## src/verilog/csr_pkg.sv

```systemverilog
// widths, csr map and op encoding; unknown addresses read zero and ignore writes
package csr_pkg;

    // datapath and tag widths
    localparam int XLEN        = 32;
    localparam int CSR_ADDR_W  = 12;
    localparam int REG_ADDR_W  = 5;   // integer register index
    localparam int COMMIT_ID_W = 4;
    localparam int FP_PEND_W   = 3;   // up to 7 fp ops outstanding

    // fp csr field widths
    localparam int FFLAGS_W = 5;      // nv dz of uf nx
    localparam int FRM_W    = 3;      // rounding mode

    // csr operation, immediate forms are resolved before this point
    typedef enum logic [1:0] {
        OP_NONE = 2'b00,
        OP_RW   = 2'b01,
        OP_RS   = 2'b10,
        OP_RC   = 2'b11
    } csr_op_e;

    // fp csrs, user level
    localparam logic [CSR_ADDR_W-1:0] CSR_FFLAGS   = 12'h001;
    localparam logic [CSR_ADDR_W-1:0] CSR_FRM      = 12'h002;
    localparam logic [CSR_ADDR_W-1:0] CSR_FCSR     = 12'h003;

    // machine mode csrs
    localparam logic [CSR_ADDR_W-1:0] CSR_MSTATUS  = 12'h300;
    localparam logic [CSR_ADDR_W-1:0] CSR_MTVEC    = 12'h305;
    localparam logic [CSR_ADDR_W-1:0] CSR_MSCRATCH = 12'h340;
    localparam logic [CSR_ADDR_W-1:0] CSR_MEPC     = 12'h341;
    localparam logic [CSR_ADDR_W-1:0] CSR_MCAUSE   = 12'h342;

    // writable bits of the fp fields
    localparam logic [XLEN-1:0] FFLAGS_MASK = 32'h0000_001f;
    localparam logic [XLEN-1:0] FRM_MASK    = 32'h0000_0007;

    // alignment, low two bits read as zero
    localparam logic [XLEN-1:0] MTVEC_MASK  = 32'hffff_fffc; // direct mode only
    localparam logic [XLEN-1:0] MEPC_MASK   = 32'hffff_fffc; // no compressed support

endpackage

```

## src/verilog/csr_alu.sv

```systemverilog
// new csr value from op, operand and old value; rs and rc with zero operand do not write
`timescale 1ns/10ps

module csr_alu import csr_pkg::*; (
    input  csr_op_e         csr_op_i,
    input  logic [XLEN-1:0] csr_op1_i,     // rs1 value, already resolved
    input  logic [XLEN-1:0] csr_rdata_i,   // current csr contents

    output logic [XLEN-1:0] csr_wdata_o,
    output logic            wen_req_o
);

    logic op1_nz;   // operand has any bit set

    assign op1_nz = |csr_op1_i;

    // new value
    always_comb begin
        case (csr_op_i)
            OP_RW:   csr_wdata_o = csr_op1_i;
            OP_RS:   csr_wdata_o = csr_rdata_i | csr_op1_i;     // set bits
            OP_RC:   csr_wdata_o = csr_rdata_i & ~csr_op1_i;    // clear bits
            default: csr_wdata_o = csr_rdata_i;                 // no change
        endcase
    end

    // architectural write rule
    always_comb begin
        case (csr_op_i)
            OP_RW:   wen_req_o = 1'b1;     // rw always writes
            OP_RS,
            OP_RC:   wen_req_o = op1_nz;   // x0 source leaves csr alone
            default: wen_req_o = 1'b0;
        endcase
    end

endmodule

```

## src/verilog/csr_ctrl.sv

```systemverilog
// combinational accept and stall logic, clk and reset unused; hold request fields while stalled
`timescale 1ns/10ps

module csr_ctrl import csr_pkg::*; (
    input  logic                  clk,
    input  logic                  rst_n_i,

    // request side
    input  logic                  req_csr_i,      // level, held while stalled
    input  logic                  int_assert_i,   // squashes the request this cycle
    input  logic [CSR_ADDR_W-1:0] csr_addr_i,
    input  logic                  reg_we_i,       // request wants integer writeback

    // status from datapath
    input  logic                  wen_req_i,      // alu says the op really writes
    input  logic                  buf_full_i,
    input  logic                  wb_ready_i,
    input  logic                  fp_pending_i,

    // strobes
    output logic                  accept_o,
    output logic                  csr_we_o,
    output logic                  buf_load_o,
    output logic                  csr_stall_o
);

    logic fp_csr_hit;   // fflags or fcsr addressed
    logic req_live;     // request not killed by interrupt
    logic buf_hazard;
    logic fp_hazard;

    // fflags and fcsr both see the accumulated flags
    assign fp_csr_hit = (csr_addr_i == CSR_FFLAGS) || (csr_addr_i == CSR_FCSR);

    assign req_live   = req_csr_i & ~int_assert_i;

    // buffer still occupied and nobody draining it
    assign buf_hazard = buf_full_i & ~wb_ready_i;

    // flags not final while fp ops are in flight
    assign fp_hazard  = fp_csr_hit & fp_pending_i;

    // squashed requests never raise the stall
    assign csr_stall_o = req_live & (buf_hazard | fp_hazard);

    // a held request after a squash goes again as soon as the interrupt drops
    assign accept_o   = req_live & ~csr_stall_o;

    // csr file write only for ops that architecturally write
    assign csr_we_o   = accept_o & wen_req_i;

    // result goes to writeback only if rd is written
    assign buf_load_o = accept_o & reg_we_i;

endmodule

```

## src/verilog/csr_regfile.sv

```systemverilog
// machine and fp csrs, all reset to zero; no privilege checks, unknown addresses read zero
`timescale 1ns/10ps

module csr_regfile import csr_pkg::*; (
    input  logic                  clk,
    input  logic                  rst_n_i,

    // single read/write port, shared address
    input  logic [CSR_ADDR_W-1:0] raddr_i,
    input  logic                  we_i,
    input  logic [XLEN-1:0]       wdata_i,

    // fp flag accumulation from the tracker
    input  logic                  flag_acc_en_i,
    input  logic [FFLAGS_W-1:0]   flag_acc_i,

    output logic [XLEN-1:0]       rdata_o
);

    // machine csrs
    logic [XLEN-1:0]     mstatus_q;
    logic [XLEN-1:0]     mtvec_q;
    logic [XLEN-1:0]     mepc_q;
    logic [XLEN-1:0]     mcause_q;
    logic [XLEN-1:0]     mscratch_q;

    // fp csrs, fcsr is a view of these two
    logic [FFLAGS_W-1:0] fflags_q;
    logic [FRM_W-1:0]    frm_q;

    // masked write values
    logic [XLEN-1:0]     fflags_wr;
    logic [XLEN-1:0]     frm_wr;
    logic [XLEN-1:0]     fcsr_frm_wr;   // frm field taken out of an fcsr write
    logic [XLEN-1:0]     fcsr_view;

    assign fflags_wr   = wdata_i & FFLAGS_MASK;
    assign frm_wr      = wdata_i & FRM_MASK;
    assign fcsr_frm_wr = (wdata_i >> FFLAGS_W) & FRM_MASK;

    // frm over fflags, upper bits zero
    assign fcsr_view   = {{(XLEN - FRM_W - FFLAGS_W){1'b0}}, frm_q, fflags_q};

    // read mux
    always_comb begin
        case (raddr_i)
            CSR_FFLAGS:   rdata_o = {{(XLEN - FFLAGS_W){1'b0}}, fflags_q};
            CSR_FRM:      rdata_o = {{(XLEN - FRM_W){1'b0}}, frm_q};
            CSR_FCSR:     rdata_o = fcsr_view;
            CSR_MSTATUS:  rdata_o = mstatus_q;
            CSR_MTVEC:    rdata_o = mtvec_q;
            CSR_MEPC:     rdata_o = mepc_q;
            CSR_MCAUSE:   rdata_o = mcause_q;
            CSR_MSCRATCH: rdata_o = mscratch_q;
            default:      rdata_o = '0;   // unimplemented
        endcase
    end

    // writes, software write placed last so it beats a same-edge accumulate
    always_ff @(posedge clk) begin
        if (!rst_n_i) begin
            mstatus_q  <= '0;
            mtvec_q    <= '0;
            mepc_q     <= '0;
            mcause_q   <= '0;
            mscratch_q <= '0;
            fflags_q   <= '0;
            frm_q      <= '0;
        end else begin
            if (flag_acc_en_i) begin
                fflags_q <= fflags_q | flag_acc_i;   // sticky flags
            end
            if (we_i) begin
                case (raddr_i)
                    CSR_FFLAGS:   fflags_q   <= fflags_wr[FFLAGS_W-1:0];
                    CSR_FRM:      frm_q      <= frm_wr[FRM_W-1:0];
                    CSR_FCSR: begin
                        fflags_q <= fflags_wr[FFLAGS_W-1:0];   // both fields at once
                        frm_q    <= fcsr_frm_wr[FRM_W-1:0];
                    end
                    CSR_MSTATUS:  mstatus_q  <= wdata_i;
                    CSR_MTVEC:    mtvec_q    <= wdata_i & MTVEC_MASK;
                    CSR_MEPC:     mepc_q     <= wdata_i & MEPC_MASK;
                    CSR_MCAUSE:   mcause_q   <= wdata_i;
                    CSR_MSCRATCH: mscratch_q <= wdata_i;
                    default: ;                               // write dropped
                endcase
            end
        end
    end

endmodule

```

## src/verilog/fp_flag_tracker.sv

```systemverilog
// in-flight fp op count and flag fold; at most 7 outstanding, a retire must follow each issue
`timescale 1ns/10ps

module fp_flag_tracker import csr_pkg::*; (
    input  logic                clk,
    input  logic                rst_n_i,

    // fp pipe events, single cycle pulses
    input  logic                fp_issue_i,
    input  logic                fp_retire_i,
    input  logic [FFLAGS_W-1:0] fp_flags_i,    // valid with fp_retire_i

    output logic                fp_pending_o,
    output logic                flag_acc_en_o,
    output logic [FFLAGS_W-1:0] flag_acc_o
);

    logic [FP_PEND_W-1:0] pend_cnt_q;
    logic                 cnt_full;
    logic                 cnt_empty;

    assign cnt_full  = &pend_cnt_q;   // all ones, 7 in flight
    assign cnt_empty = (pend_cnt_q == '0);

    // up/down count, issue and retire together cancel
    always_ff @(posedge clk) begin
        if (!rst_n_i) begin
            pend_cnt_q <= '0;
        end else begin
            case ({fp_issue_i, fp_retire_i})
                2'b10: begin
                    if (!cnt_full) begin
                        pend_cnt_q <= pend_cnt_q + 1'b1;
                    end
                end
                2'b01: begin
                    if (!cnt_empty) begin
                        pend_cnt_q <= pend_cnt_q - 1'b1;   // no wrap on stray retire
                    end
                end
                default: ;
            endcase
        end
    end

    // high from the cycle after issue to the cycle after the last retire
    assign fp_pending_o  = ~cnt_empty;

    // flags land in fflags at the retire edge
    assign flag_acc_en_o = fp_retire_i;
    assign flag_acc_o    = fp_flags_i & {FFLAGS_W{fp_retire_i}};   // quiet when idle

endmodule

```

## src/verilog/csr_wb_buffer.sv

```systemverilog
// one-entry writeback holding register; loader must not load while full and not ready
`timescale 1ns/10ps

module csr_wb_buffer import csr_pkg::*; (
    input  logic                   clk,
    input  logic                   rst_n_i,

    // load side
    input  logic                   load_i,
    input  logic [REG_ADDR_W-1:0]  waddr_i,
    input  logic [XLEN-1:0]        wdata_i,       // old csr value
    input  logic [COMMIT_ID_W-1:0] commit_id_i,

    // writeback side
    input  logic                   wb_ready_i,
    output logic                   buf_full_o,
    output logic                   wb_valid_o,
    output logic [REG_ADDR_W-1:0]  wb_waddr_o,
    output logic [XLEN-1:0]        wb_wdata_o,
    output logic [COMMIT_ID_W-1:0] wb_commit_id_o
);

    logic                   valid_q;
    logic [REG_ADDR_W-1:0]  waddr_q;
    logic [XLEN-1:0]        wdata_q;
    logic [COMMIT_ID_W-1:0] cid_q;

    // occupancy, load wins so drain and refill can share a cycle
    always_ff @(posedge clk) begin
        if (!rst_n_i) begin
            valid_q <= 1'b0;
        end else if (load_i) begin
            valid_q <= 1'b1;
        end else if (wb_ready_i) begin
            valid_q <= 1'b0;    // entry taken
        end
    end

    // payload
    always_ff @(posedge clk) begin
        if (load_i) begin
            waddr_q <= waddr_i;
            wdata_q <= wdata_i;
            cid_q   <= commit_id_i;
        end
    end

    assign buf_full_o     = valid_q;
    assign wb_valid_o     = valid_q;   // held until wb_ready_i
    assign wb_waddr_o     = waddr_q;
    assign wb_wdata_o     = wdata_q;
    assign wb_commit_id_o = cid_q;

endmodule

```

## src/verilog/csr_subsys_top.sv

```systemverilog
// csr execution slice; immediate forms, privilege traps, counters and trap entry not handled
`timescale 1ns/10ps

module csr_subsys_top import csr_pkg::*; (
    input  logic                   clk,
    input  logic                   rst_n_i,

    // csr request
    input  logic                   req_csr_i,
    input  csr_op_e                csr_op_i,
    input  logic [CSR_ADDR_W-1:0]  csr_addr_i,
    input  logic [XLEN-1:0]        csr_op1_i,
    input  logic                   reg_we_i,
    input  logic [REG_ADDR_W-1:0]  reg_waddr_i,
    input  logic [COMMIT_ID_W-1:0] commit_id_i,
    input  logic                   int_assert_i,
    output logic                   csr_stall_o,

    // fp events
    input  logic                   fp_issue_i,
    input  logic                   fp_retire_i,
    input  logic [FFLAGS_W-1:0]    fp_flags_i,

    // integer writeback
    input  logic                   wb_ready_i,
    output logic                   wb_valid_o,
    output logic [REG_ADDR_W-1:0]  wb_waddr_o,
    output logic [XLEN-1:0]        wb_wdata_o,
    output logic [COMMIT_ID_W-1:0] wb_commit_id_o
);

    logic                csr_we;
    logic                buf_load;
    logic                wen_req;
    logic                buf_full;
    logic                fp_pending;
    logic                flag_acc_en;
    logic [FFLAGS_W-1:0] flag_acc;
    logic [XLEN-1:0]     csr_rdata;   // old value, also the writeback data
    logic [XLEN-1:0]     csr_wdata;

    csr_ctrl u_ctrl (
        .clk          (clk),
        .rst_n_i      (rst_n_i),
        .req_csr_i    (req_csr_i),
        .int_assert_i (int_assert_i),
        .csr_addr_i   (csr_addr_i),
        .reg_we_i     (reg_we_i),
        .wen_req_i    (wen_req),
        .buf_full_i   (buf_full),
        .wb_ready_i   (wb_ready_i),
        .fp_pending_i (fp_pending),
        .accept_o     (),             // folded into the two strobes
        .csr_we_o     (csr_we),
        .buf_load_o   (buf_load),
        .csr_stall_o  (csr_stall_o)
    );

    csr_alu u_alu (
        .csr_op_i    (csr_op_i),
        .csr_op1_i   (csr_op1_i),
        .csr_rdata_i (csr_rdata),
        .csr_wdata_o (csr_wdata),
        .wen_req_o   (wen_req)
    );

    csr_regfile u_regfile (
        .clk           (clk),
        .rst_n_i       (rst_n_i),
        .raddr_i       (csr_addr_i),
        .we_i          (csr_we),
        .wdata_i       (csr_wdata),
        .flag_acc_en_i (flag_acc_en),
        .flag_acc_i    (flag_acc),
        .rdata_o       (csr_rdata)
    );

    fp_flag_tracker u_fp_track (
        .clk           (clk),
        .rst_n_i       (rst_n_i),
        .fp_issue_i    (fp_issue_i),
        .fp_retire_i   (fp_retire_i),
        .fp_flags_i    (fp_flags_i),
        .fp_pending_o  (fp_pending),
        .flag_acc_en_o (flag_acc_en),
        .flag_acc_o    (flag_acc)
    );

    csr_wb_buffer u_wb_buf (
        .clk            (clk),
        .rst_n_i        (rst_n_i),
        .load_i         (buf_load),
        .waddr_i        (reg_waddr_i),
        .wdata_i        (csr_rdata),
        .commit_id_i    (commit_id_i),
        .wb_ready_i     (wb_ready_i),
        .buf_full_o     (buf_full),
        .wb_valid_o     (wb_valid_o),
        .wb_waddr_o     (wb_waddr_o),
        .wb_wdata_o     (wb_wdata_o),
        .wb_commit_id_o (wb_commit_id_o)
    );

endmodule

```

## config.mk

```make
export PLATFORM = sky130hd
export DESIGN_NAME = csr_subsys_top
export DESIGN_NICKNAME = d
export VERILOG_FILES = /design/src/verilog/csr_pkg.sv /design/src/verilog/csr_alu.sv /design/src/verilog/csr_ctrl.sv /design/src/verilog/csr_regfile.sv /design/src/verilog/fp_flag_tracker.sv /design/src/verilog/csr_wb_buffer.sv /design/src/verilog/csr_subsys_top.sv
export SDC_FILE = /design/constraint.sdc
export NUM_CORES = 1
export LEC_CHECK = 0
export BUFFER_PORTS_ARGS = -buffer_cell sky130_fd_sc_hd__buf_4
export CAP_MARGIN = 20
export CORE_MARGIN = 1.5
export CORE_UTILIZATION = 50
export CTS_BUF_LIST = sky130_fd_sc_hd__clkbuf_16
export CTS_CLUSTER_DIAMETER = 30
export DETAILED_ROUTE_END_ITERATION = 7
export GPL_TIMING_DRIVEN = 0
export PLACE_DENSITY = 0.73
export SYNTH_ARGS = -nofsm -noshare
export SYNTH_HDL_FRONTEND = slang
export SYNTH_SLANG_ARGS = --single-unit
export TNS_END_PERCENT = 1
```

## constraint.sdc

```tcl
create_clock -name clk -period 6.8 [get_ports clk]
set_clock_uncertainty 0.2 [all_clocks]
set_input_delay 0.68 -clock clk [delete_from_list [all_inputs] [get_ports clk]]
set_output_delay 0.68 -clock clk [all_outputs]
set_load 0.05 [all_outputs]
```

==> results of run 1 <==
layout make-up:
type	count	share of cell area, %
plain buffers	64	2.305
clock buffers	40	8.698
clock inverters	32	2.566
inverters	39	1.272
multi-input cells	598	35.65
flip-flops and latches	209	39.93
well taps	229	2.490
repair buffers	107	7.089
synthesized netlist by cell type (all sizes together), types with 4 or more instances:
| cell | count |
|---|---|
| dfxtp | 168 |
| o2bb2ai | 107 |
| nand2 | 85 |
| o21ai | 52 |
| a22oi | 50 |
| nor2 | 50 |
| clkbuf | 44 |
| edfxtp | 41 |
| inv | 39 |
| a211oi | 36 |
| mux2 | 26 |
| a221oi | 24 |
| nor4 | 23 |
| a21oi | 21 |
| a31oi | 20 |
| buf | 20 |
| nand3 | 15 |
| nor3 | 11 |
| and2 | 8 |
| or3 | 7 |
| a221o | 5 |
| a41oi | 5 |
| or2 | 5 |
| mux2i | 4 |
| nor4b | 4 |
registers in the layout, summed over array words and instances (netlist names):
name                     count
u_regfile.frm_q              3
u_regfile.mtvec_q           30
u_wb_buf.buf_full_o          1
u_regfile.mepc_q            30
u_wb_buf.wb_wdata_o         32
u_regfile.mscratch_q        32
u_wb_buf.wb_waddr_o          5
u_fp_track.pend_cnt_q        3
u_wb_buf.wb_commit_id_o      4
u_regfile.mstatus_q         32
u_regfile.mcause_q          32
u_regfile.fflags_q           5
metrics by stage:
stage,hold WS [ns],std cells
4_1_cts,0.1203,1318
3_5_place_dp,0.2407,1246
3_3_place_gp,0.2345,1245
2_1_floorplan,0.2249,910
6_report,0.1184,1318
5_1_grt,0.1203,1318
final timing paths:
kind,cells past startpoint,from,slack (ns),end
setup reg to reg,8,u_fp_track.pend_cnt_q[2],3.72,u_regfile.mtvec_q[11]
hold reg to reg,1,u_regfile.mepc_q[15],0.25,u_regfile.mepc_q[15]
hold / removal,1,commit_id_i[2],0.12,u_wb_buf.wb_commit_id_o[2]
setup / recovery,8,csr_op1_i[11],2.68,u_regfile.mtvec_q[11]
power groups by stage:
| stage | clock network (mW) | registers [mW] | logic, mW |
|---|---|---|---|
| floorplan | 0 | 1.33 | 0.107 |
| global placement | 0 | 1.31 | 0.224 |
| detailed placement | 0 | 1.31 | 0.228 |
| CTS | 1.89 | 1.28 | 0.229 |
| global route | 1.95 | 1.28 | 0.249 |
| finish | 1.88 | 1.28 | 0.233 |
worst register-to-register path, stage by stage (launching register included):
cell,delay (ns)
dfxtp_1,0.33
nor3_1,0.26
nor2_1,0.09
a211o_1,0.31
buf_4,0.20
nor2_1,0.38
nand3_1,0.51
clkbuf_1,0.46
o21ai_0,0.27
metal layers:
metal / track usage [%] / vias to the layer above / share of wire [%]
li1: - / 3848 / -
met3: 5.958 / 96 / 9.4
met1: 41.37 / 4061 / 42
met5: 0 / - / 0
met4: 13.60 / 0 / 3.5
met2: 46.71 / 485 / 46
cells by family (layout without fill, tap and decap cells):
family	Yosys count	after routing
AO/OA/AOI/OAI	336	336
flip-flops	209	209
multiplexers	30	30
XOR/XNOR	2	2
AND/OR/NAND/NOR	227	227
buffers and inverters	103	282
adder cells (fa/ha/maj)	3	3
==> metrics.cfg, run 1 <==
[outcome]
outcome=completed

[synth]
synthesis.area_mm2=0.009101
async_flop_share_pct=0
syn_nets=981
synth_simple_gate_area_share_pct=12.92
yosysTopAreaCell=dfxtp_1
yosysSeqAreaShare_pct=50.48
synth_area_leaders=dfxtp_1 (37%), edfxtp_1 (14%), o2bb2ai_1 (10%)
yosys_warnings=0
synth_top_family_by_area=compound AO/OA/AOI/OAI gates
synth_ff_type=dfxtp_1
synth_top_area_share_pct=36.95
synthAdderAreaFrac_pct=0.4949
synthMuxAreaShare_pct=3.657
synthCells=910
ys_ff_latch=209
synth_compound_area_share_pct=27.73
synthXorXnorAreaFrac_pct=0.1925
synth_edf_count=41
syn_avg_cell_area_um2=10.00
synth.distinct_cells=61

[floorplan]
die_x_um=137.9
rows=49
start_util_pct=50.84
coreArea_mm2=0.01790
die_area_mm2=0.01902
io-pin-count=111
die_h_um=137.9

[clocking]
clk_pin_slew_worst_paths_ns=0.05
cts_hold_buf=0
cts_sinks=209
cts_tree=done
cts_setup_buffers=0
cts_buffers=39
cts_buffer_depth=3
clkLatencyLatePin_ns=0.54
cts_resized=0
cts.htree.levels=2
clockRootBuffer=clkbuf_16

[run]
max_cap_violations=0

[layout]
regArea_mm2=0.004594
final_cell_area_mm2=0.01151
n_fill_cell=1492
drive_gt1_share_pct=21.30
final_cell_mix=dfxtp_1 (168), buf_4 (107), o2bb2ai_1 (107)
multi_input_area_mm2=0.004103
area.growth.synth_to_final_pct=26.44
final_common_cell=dfxtp_1
final_util_pct=64.28
finalNetCount=1129
diodes=0

[power]
seqPwrFrac_pct=37.7
p_sw_share_pct=24.15
power_density_mw_per_mm2=295.5
p_switching_mw=0.8210
p_int_mw=2.579
p_leak_nw=4.246
comb_power_share_pct=6.9
total_power_mw=3.400
peakVddDrop_mv=0.2161
p_clk_share_pct=55.4

[sta]
clock.fmax_ghz=0.2430
period_minus_slack_ns=4.116
rsz0062_at_grt=no
fin_setup_tns_ns=0
finalHoldViolCount=0
setup-violations-final=0
slew_viol_final=0
worst_pin_slew_ns=1.053
maxSlewHeadroom_pct=29.24
setup_slack_ns=2.684
min_period_over_period_pct=60.52

[placement]
io_buffers=106
place_area_mm2=0.01021
globalplace.congestion=0.9474
pre_cts_slack_ns=2.408
hpwl_mm=19.17

[setup_path]
crit_type=input port to register
crit_chain=buf_4 -> nor4_1 -> nand4_1 -> o41ai_2 -> nor2_1 -> nand3_1 -> clkbuf_1 -> o21ai_0
cp_max_fo=10
end_kind=register
worst-path-buf-inv=2
critical_path.startpoint_type=input port
cp.required_ns=6.98
cp_top_family=simple AND/OR/NAND/NOR gates
crit_slowest_cell=o41ai_2
cp_data_arrival_time_ns=4.29
cp_slowest_stage_delay_ns=0.99

[grt]
grt_max_degree=26
antenna_found_initial=0
grt-ovfl-total=0
grt_use_total_pct=30.33
grt_pass1_vias=7896
grt_first_pass_wirelength_mm=43.51

[route]
ant_nets=0
vias=8490
viasPerCell=6.442
drt_iter0_markers=825
post-route-drc-count=0
wl_per_cell_um=21.82
dr.pass1.iters=8
routed_wl_mm=28.76

[hold_path]
hold_path.class=input port to register

Note: power is estimated with default switching activity, not from simulation.
==> inputs of run 2 (changes only) <==
Clock period 6.8 ns to 4 ns, I/O delays scaled along.
==> metrics.cfg, run 2 (same netlist as run 1, synthesis figures left out) <==
[outcome]
outcome=completed

[route]
dr.pass1.iters=6  ; -2
ant_nets=0  ; unchanged
routed_wl_mm=28.83  ; +0.27%
drt_iter0_markers=808  ; -2.1%
post-route-drc-count=0  ; unchanged
wl_per_cell_um=21.73  ; -0.41%
viasPerCell=6.390  ; -0.80%
vias=8480  ; -0.12%

[grt]
grt_pass1_vias=7965  ; +0.87%
grt-ovfl-total=0  ; unchanged
grt_max_degree=26  ; unchanged
grt_first_pass_wirelength_mm=43.64  ; +0.30%
grt_use_total_pct=30.41  ; +0.079 points
antenna_found_initial=0  ; unchanged

[clocking]
cts_setup_buffers=0  ; unchanged
cts_buffers=39  ; unchanged
cts_sinks=209  ; unchanged
cts_buffer_depth=3  ; unchanged
clk_pin_slew_worst_paths_ns=0.05  ; about the same
clockRootBuffer=clkbuf_16
clkLatencyLatePin_ns=0.54  ; about the same
cts.htree.levels=2  ; unchanged
cts_hold_buf=9  ; +9
cts_resized=0  ; unchanged
cts_tree=done

[setup_path]
cp.depth=8  ; unchanged
crit_chain=buf_4 -> nor4_1 -> nand4_1 -> o41ai_2 -> nor2_1 -> nand3_1 -> clkbuf_1 -> o21ai_0
cp.required_ns=4.18  ; -2.80 ns
cp_slowest_stage_delay_ns=0.98  ; about the same
worst-path-buf-inv=2  ; unchanged
crit_slowest_cell=o41ai_2
cp_max_fo=10  ; unchanged
critical_path.startpoint_type=input port
cp_data_arrival_time_ns=3.93  ; -0.36 ns
end_kind=register
cp_top_family=simple AND/OR/NAND/NOR gates
reg2reg_depth=8  ; unchanged
crit_type=input port to register

[layout]
fin_cells=1327  ; +0.68%
n_fill_cell=1479  ; -0.87%
finalNetCount=1138  ; +0.80%
final_util_pct=64.78  ; +0.50 points
regArea_mm2=0.004594  ; unchanged
final_cell_mix=dfxtp_1 (168), buf_4 (107), o2bb2ai_1 (107)
multi_input_area_mm2=0.004103  ; unchanged
drive_gt1_share_pct=21.13  ; -0.17 points
final_cell_area_mm2=0.01160  ; +0.78%
diodes=0  ; unchanged
final_common_cell=dfxtp_1
area.growth.synth_to_final_pct=27.43

[sta]
setup-violations-final=0  ; unchanged
period_minus_slack_ns=3.759
worst_pin_slew_ns=1.082  ; +0.02953 ns
min_period_over_period_pct=93.98
clock.fmax_ghz=0.2660
maxSlewHeadroom_pct=27.26  ; -2.0 points
slew_viol_final=0  ; unchanged
rsz0062_at_grt=no
fin_setup_tns_ns=0  ; unchanged
finalHoldViolCount=0  ; unchanged

[hold_path]
hold_path.class=input port to register
hold_depth=4  ; +3

[placement]
globalplace.congestion=0.9474  ; unchanged
place_area_mm2=0.01021  ; unchanged
io_buffers=106  ; unchanged
hpwl_mm=19.17  ; unchanged
dp.cells=1246  ; unchanged

[power]
p_leak_nw=4.284  ; +0.89%
peakVddDrop_mv=0.3679  ; +70%
power_density_mw_per_mm2=498.6  ; +69%

[floorplan]
start_util_pct=50.84  ; unchanged
rows=49  ; unchanged
die_area_mm2=0.01902  ; unchanged
die_x_um=137.9  ; unchanged
die_h_um=137.9  ; unchanged
coreArea_mm2=0.01790  ; unchanged
io-pin-count=111  ; unchanged

[run]
max_cap_violations=0  ; unchanged

## run 2: changes by cell type in the layout (fill, tap and decap cells not counted), sizes merged
cell,before,now
dlygate4sd3,0,9
## run 2: power by group
part	total [mW]	internal (mW)	switching, mW
registers	2.18	2.17	0.00982
logic	0.404	0.132	0.272
clock network	3.20	2.09	1.11
## run 2: cell type report
| class | instances | share of cell area [%] |
|---|---|---|
| flip-flops and latches | 209 | 39.62 |
| inverters | 39 | 1.262 |
| clock buffers | 40 | 8.631 |
| repair buffers | 116 | 7.811 |
| well taps | 229 | 2.471 |
| multi-input cells | 598 | 35.38 |
| plain buffers | 64 | 2.287 |
| clock inverters | 32 | 2.546 |
## run 2: final timing paths
path / slack (ns) / from / to
setup reg to reg: 0.91 / u_fp_track.pend_cnt_q[2] / u_regfile.mtvec_q[11]
setup / recovery: 0.24 / csr_op1_i[11] / u_regfile.mtvec_q[11]
hold reg to reg: 0.25 / u_regfile.mepc_q[15] / u_regfile.mepc_q[15]
hold / removal: 0.02 / wb_ready_i / u_wb_buf.buf_full_o
## run 2: metal layers
layer,up-vias,track usage [%],wire [um]
met5,-,0,0
met4,0,13.72,1061
met3,96,5.921,2660
met2,481,47.10,13100
met1,4042,41.25,12010
li1,3861,-,-
## run 2: metrics by stage
stage	hold WS [ns]	power, mW	setup WS, ns
floorplan	0.2249	2.443	0.3743
finish	0.01524	5.782	0.2410
global route	0.03043	5.924	0.2315
detailed placement	0.2407	2.607	-0.1116
CTS	0.01014	5.787	0.4231
global placement	0.2345	2.601	-1.014
## run 2: worst min-delay path: cells and delay by family
| family | cells | cell delay, ns |
|---|---|---|
| AND/OR/NAND/NOR | 3 | 0.20 |
| buffers and inverters | 1 | 0.08 |
==> inputs of run 3 (changes only) <==
Settings changed: ABC_AREA set to 1.
==> metrics.cfg, run 3 <==
[sta]
min_period_over_period_pct=63.23  ; -31 points
maxSlewHeadroom_pct=46.12  ; +19 points
finalHoldViolCount=0  ; unchanged
clock.fmax_ghz=0.3954  ; +49%
period_minus_slack_ns=2.529  ; -1.230 ns
slew_viol_final=0  ; unchanged
hold_ws_ns=0.008775  ; -0.006464 ns
rsz0062_at_grt=no
setup-violations-final=0  ; unchanged
worst_pin_slew_ns=0.8055  ; -0.2766 ns
fin_setup_tns_ns=0  ; unchanged

[synth]
synth_area_leaders=dfxtp_1 (34%), nor2_1 (14%), edfxtp_1 (13%)
async_flop_share_pct=0  ; unchanged
ys_ff_latch=209  ; unchanged
synthCells=1341  ; +47%
syn_avg_cell_area_um2=7.285  ; -27%
synth_top_area_share_pct=34.43  ; -2.5 points
syn_nets=1412  ; +44%
synth.distinct_cells=39  ; -36%
synth_ff_type=dfxtp_1
yosysTopAreaCell=dfxtp_1
synth_edf_count=41  ; unchanged
yosys_warnings=0  ; unchanged
synth_common_cells=nor2_1 (357), nand2_1 (282), o21ai_0 (177), dfxtp_1 (168), inv_1 (56)
yosysSeqAreaShare_pct=47.03  ; -3.5 points
synthesis.area_mm2=0.009769  ; +7.3%
yosysMostFrequentCell=nor2_1

[layout]
diodes=0  ; unchanged
multi_input_area_mm2=0.004549  ; +11%
final_cell_mix=nor2_1 (357), nand2_1 (282), o21ai_0 (177)
area.growth.synth_to_final_pct=29.70
n_fill_cell=1611  ; +8.9%
drive_gt1_share_pct=18.98  ; -2.2 points
regArea_mm2=0.004594  ; unchanged
finalNetCount=1579  ; +39%
final_util_pct=66.84  ; +2.1 points
fin_cells=1804  ; +36%
final_common_cell=nor2_1

[clocking]
clk_pin_slew_worst_paths_ns=0.05  ; about the same
cts_sinks=209  ; unchanged
cts_buffers=45  ; +15%
clockRootBuffer=clkbuf_16
cts_buffer_depth=3  ; unchanged
cts.htree.levels=2  ; unchanged
cts_tree=done
clkLatencyLatePin_ns=0.54  ; about the same
cts_setup_buffers=0  ; unchanged

[placement]
io_buffers=109  ; +2.8%
globalplace.congestion=0.9144  ; -3.5%
dp.cells=1711  ; +37%
hpwl_mm=20.94  ; +9.2%

[setup_path]
startpoint=u_fp_track.pend_cnt_q[0]
cp_max_fo=10  ; unchanged
cp_data_arrival_time_ns=2.78  ; -1.15 ns
crit_type=register to register
reg2reg_from=u_fp_track.pend_cnt_q[0]
reg2reg_depth=8  ; unchanged
rrSetupSlack_ns=1.47  ; +0.56 ns
end_kind=register
cp.required_ns=4.25  ; +0.07 ns
critical_path.startpoint_type=register

[grt]
grt_max_degree=28  ; +7.7%
antenna_found_initial=0  ; unchanged
grt_pass1_vias=9259  ; +16%
grt_first_pass_wirelength_mm=49.16  ; +13%
grt_use_total_pct=31.63  ; +1.2 points
grt-ovfl-total=0  ; unchanged

[power]
comb_power_share_pct=5.6  ; -1.4 points
p_switching_mw=1.463  ; +5.1%
power_density_mw_per_mm2=516.6  ; +3.6%
p_clk_share_pct=61.1  ; +5.8 points
p_int_mw=5.083  ; +16%
p_leak_nw=5.670  ; +32%
peakVddDrop_mv=0.3694  ; +0.41%
p_sw_share_pct=22.35  ; -1.7 points
seqPwrFrac_pct=33.3  ; -4.4 points

[floorplan]
die_area_mm2=0.02039  ; +7.2%
rows=50  ; +2.0%
io-pin-count=111  ; unchanged
coreArea_mm2=0.01896  ; +5.9%
start_util_pct=51.54  ; +0.70 points
die_h_um=142.8  ; +3.5%
die_x_um=142.8  ; +3.5%

[route]
wl_per_cell_um=17.81  ; -18%
drt_iter0_markers=1110  ; +37%
viasPerCell=5.474  ; -14%
dr.pass1.iters=6  ; unchanged
post-route-drc-count=0  ; unchanged
met2_length_mm=14.39  ; +9.9%
met3_length_mm=3.456  ; +30%
met1_length_mm=13.03  ; +8.5%
top_layer=met4
ant_nets=0  ; unchanged
routed_wl_mm=32.13  ; +11%
vias=9875  ; +16%

[hold_path]
hold_path.class=input port to register
hold_path_startpoint=wb_ready_i
hold_depth=4  ; unchanged

[outcome]
outcome=completed

[run]
max_cap_violations=0  ; unchanged

run 3: final cells by class:
cell class,instances,share of cell area (%)
Buffer,69,2.804
Clock buffer,46,9.085
Clock inverter,37,3.841
Inverter,69,2.133
Multi-Input combinational cell,994,35.90
Sequential cell,209,36.26
Tap cell,260,2.567
Timing Repair Buffer,120,7.406
run 3: worst max-delay path, cell delays in order, from the launching register on:
cell and delay (ns):
dfxtp_1 0.32, nor3_1 0.31, o21ai_2 0.13, nor2_4 0.21, nand2_8 0.12, nor2_4 0.16
clkbuf_1 0.57, o21ai_0 0.24, nor2_1 0.18
run 3: logic make-up after synthesis:
logic type | count (synthesis) | share of synthesized area, %
and+or+nand+nor | 769 | 34.45
DFF | 209 | 47.03
buffers and inverters | 138 | 6.403
AOI/OAI and AO/OA | 220 | 11.48
adders and majority gates | 3 | 0.4610
xor gates and xnor gates | 2 | 0.1793
run 3: worst paths after layout:
check,endpoint
worst max-delay path,u_regfile.mtvec_q[19]
worst min-delay path,u_wb_buf.buf_full_o
worst max register to register,u_regfile.mtvec_q[19]
worst min register to register,u_fp_track.pend_cnt_q[0]
run 3: metrics by stage:
step	setup WS [ns]	total power, mW	area, um^2
after floorplan	1.539	2.412	9769
after global placement	0.7866	2.562	10910
after detailed placement	1.413	2.566	10930
after CTS	1.534	6.541	12670
after global routing	1.401	6.690	12670
final	1.471	6.545	12670
run 3: repair_timing:
item / CTS / global route
endpoints found under the hold margin: 10 / 0
hold buffers: 10 / 0
gates resized for setup: 0 / 0
run 3: power groups by stage:
stage	sequential [mW]	clock [mW]	combinational, mW
2_1_floorplan	2.26	0	0.151
3_3_place_gp	2.22	0	0.344
3_5_place_dp	2.22	0	0.348
4_1_cts	2.18	4.00	0.359
5_1_grt	2.18	4.12	0.390
6_report	2.18	4.00	0.368
run 3: layer usage:
metal	up-vias	global-route usage [%]
met1	4542	41.15
li1	4657	-
met5	-	0
met4	0	14.98
met3	105	6.707
met2	571	50.26
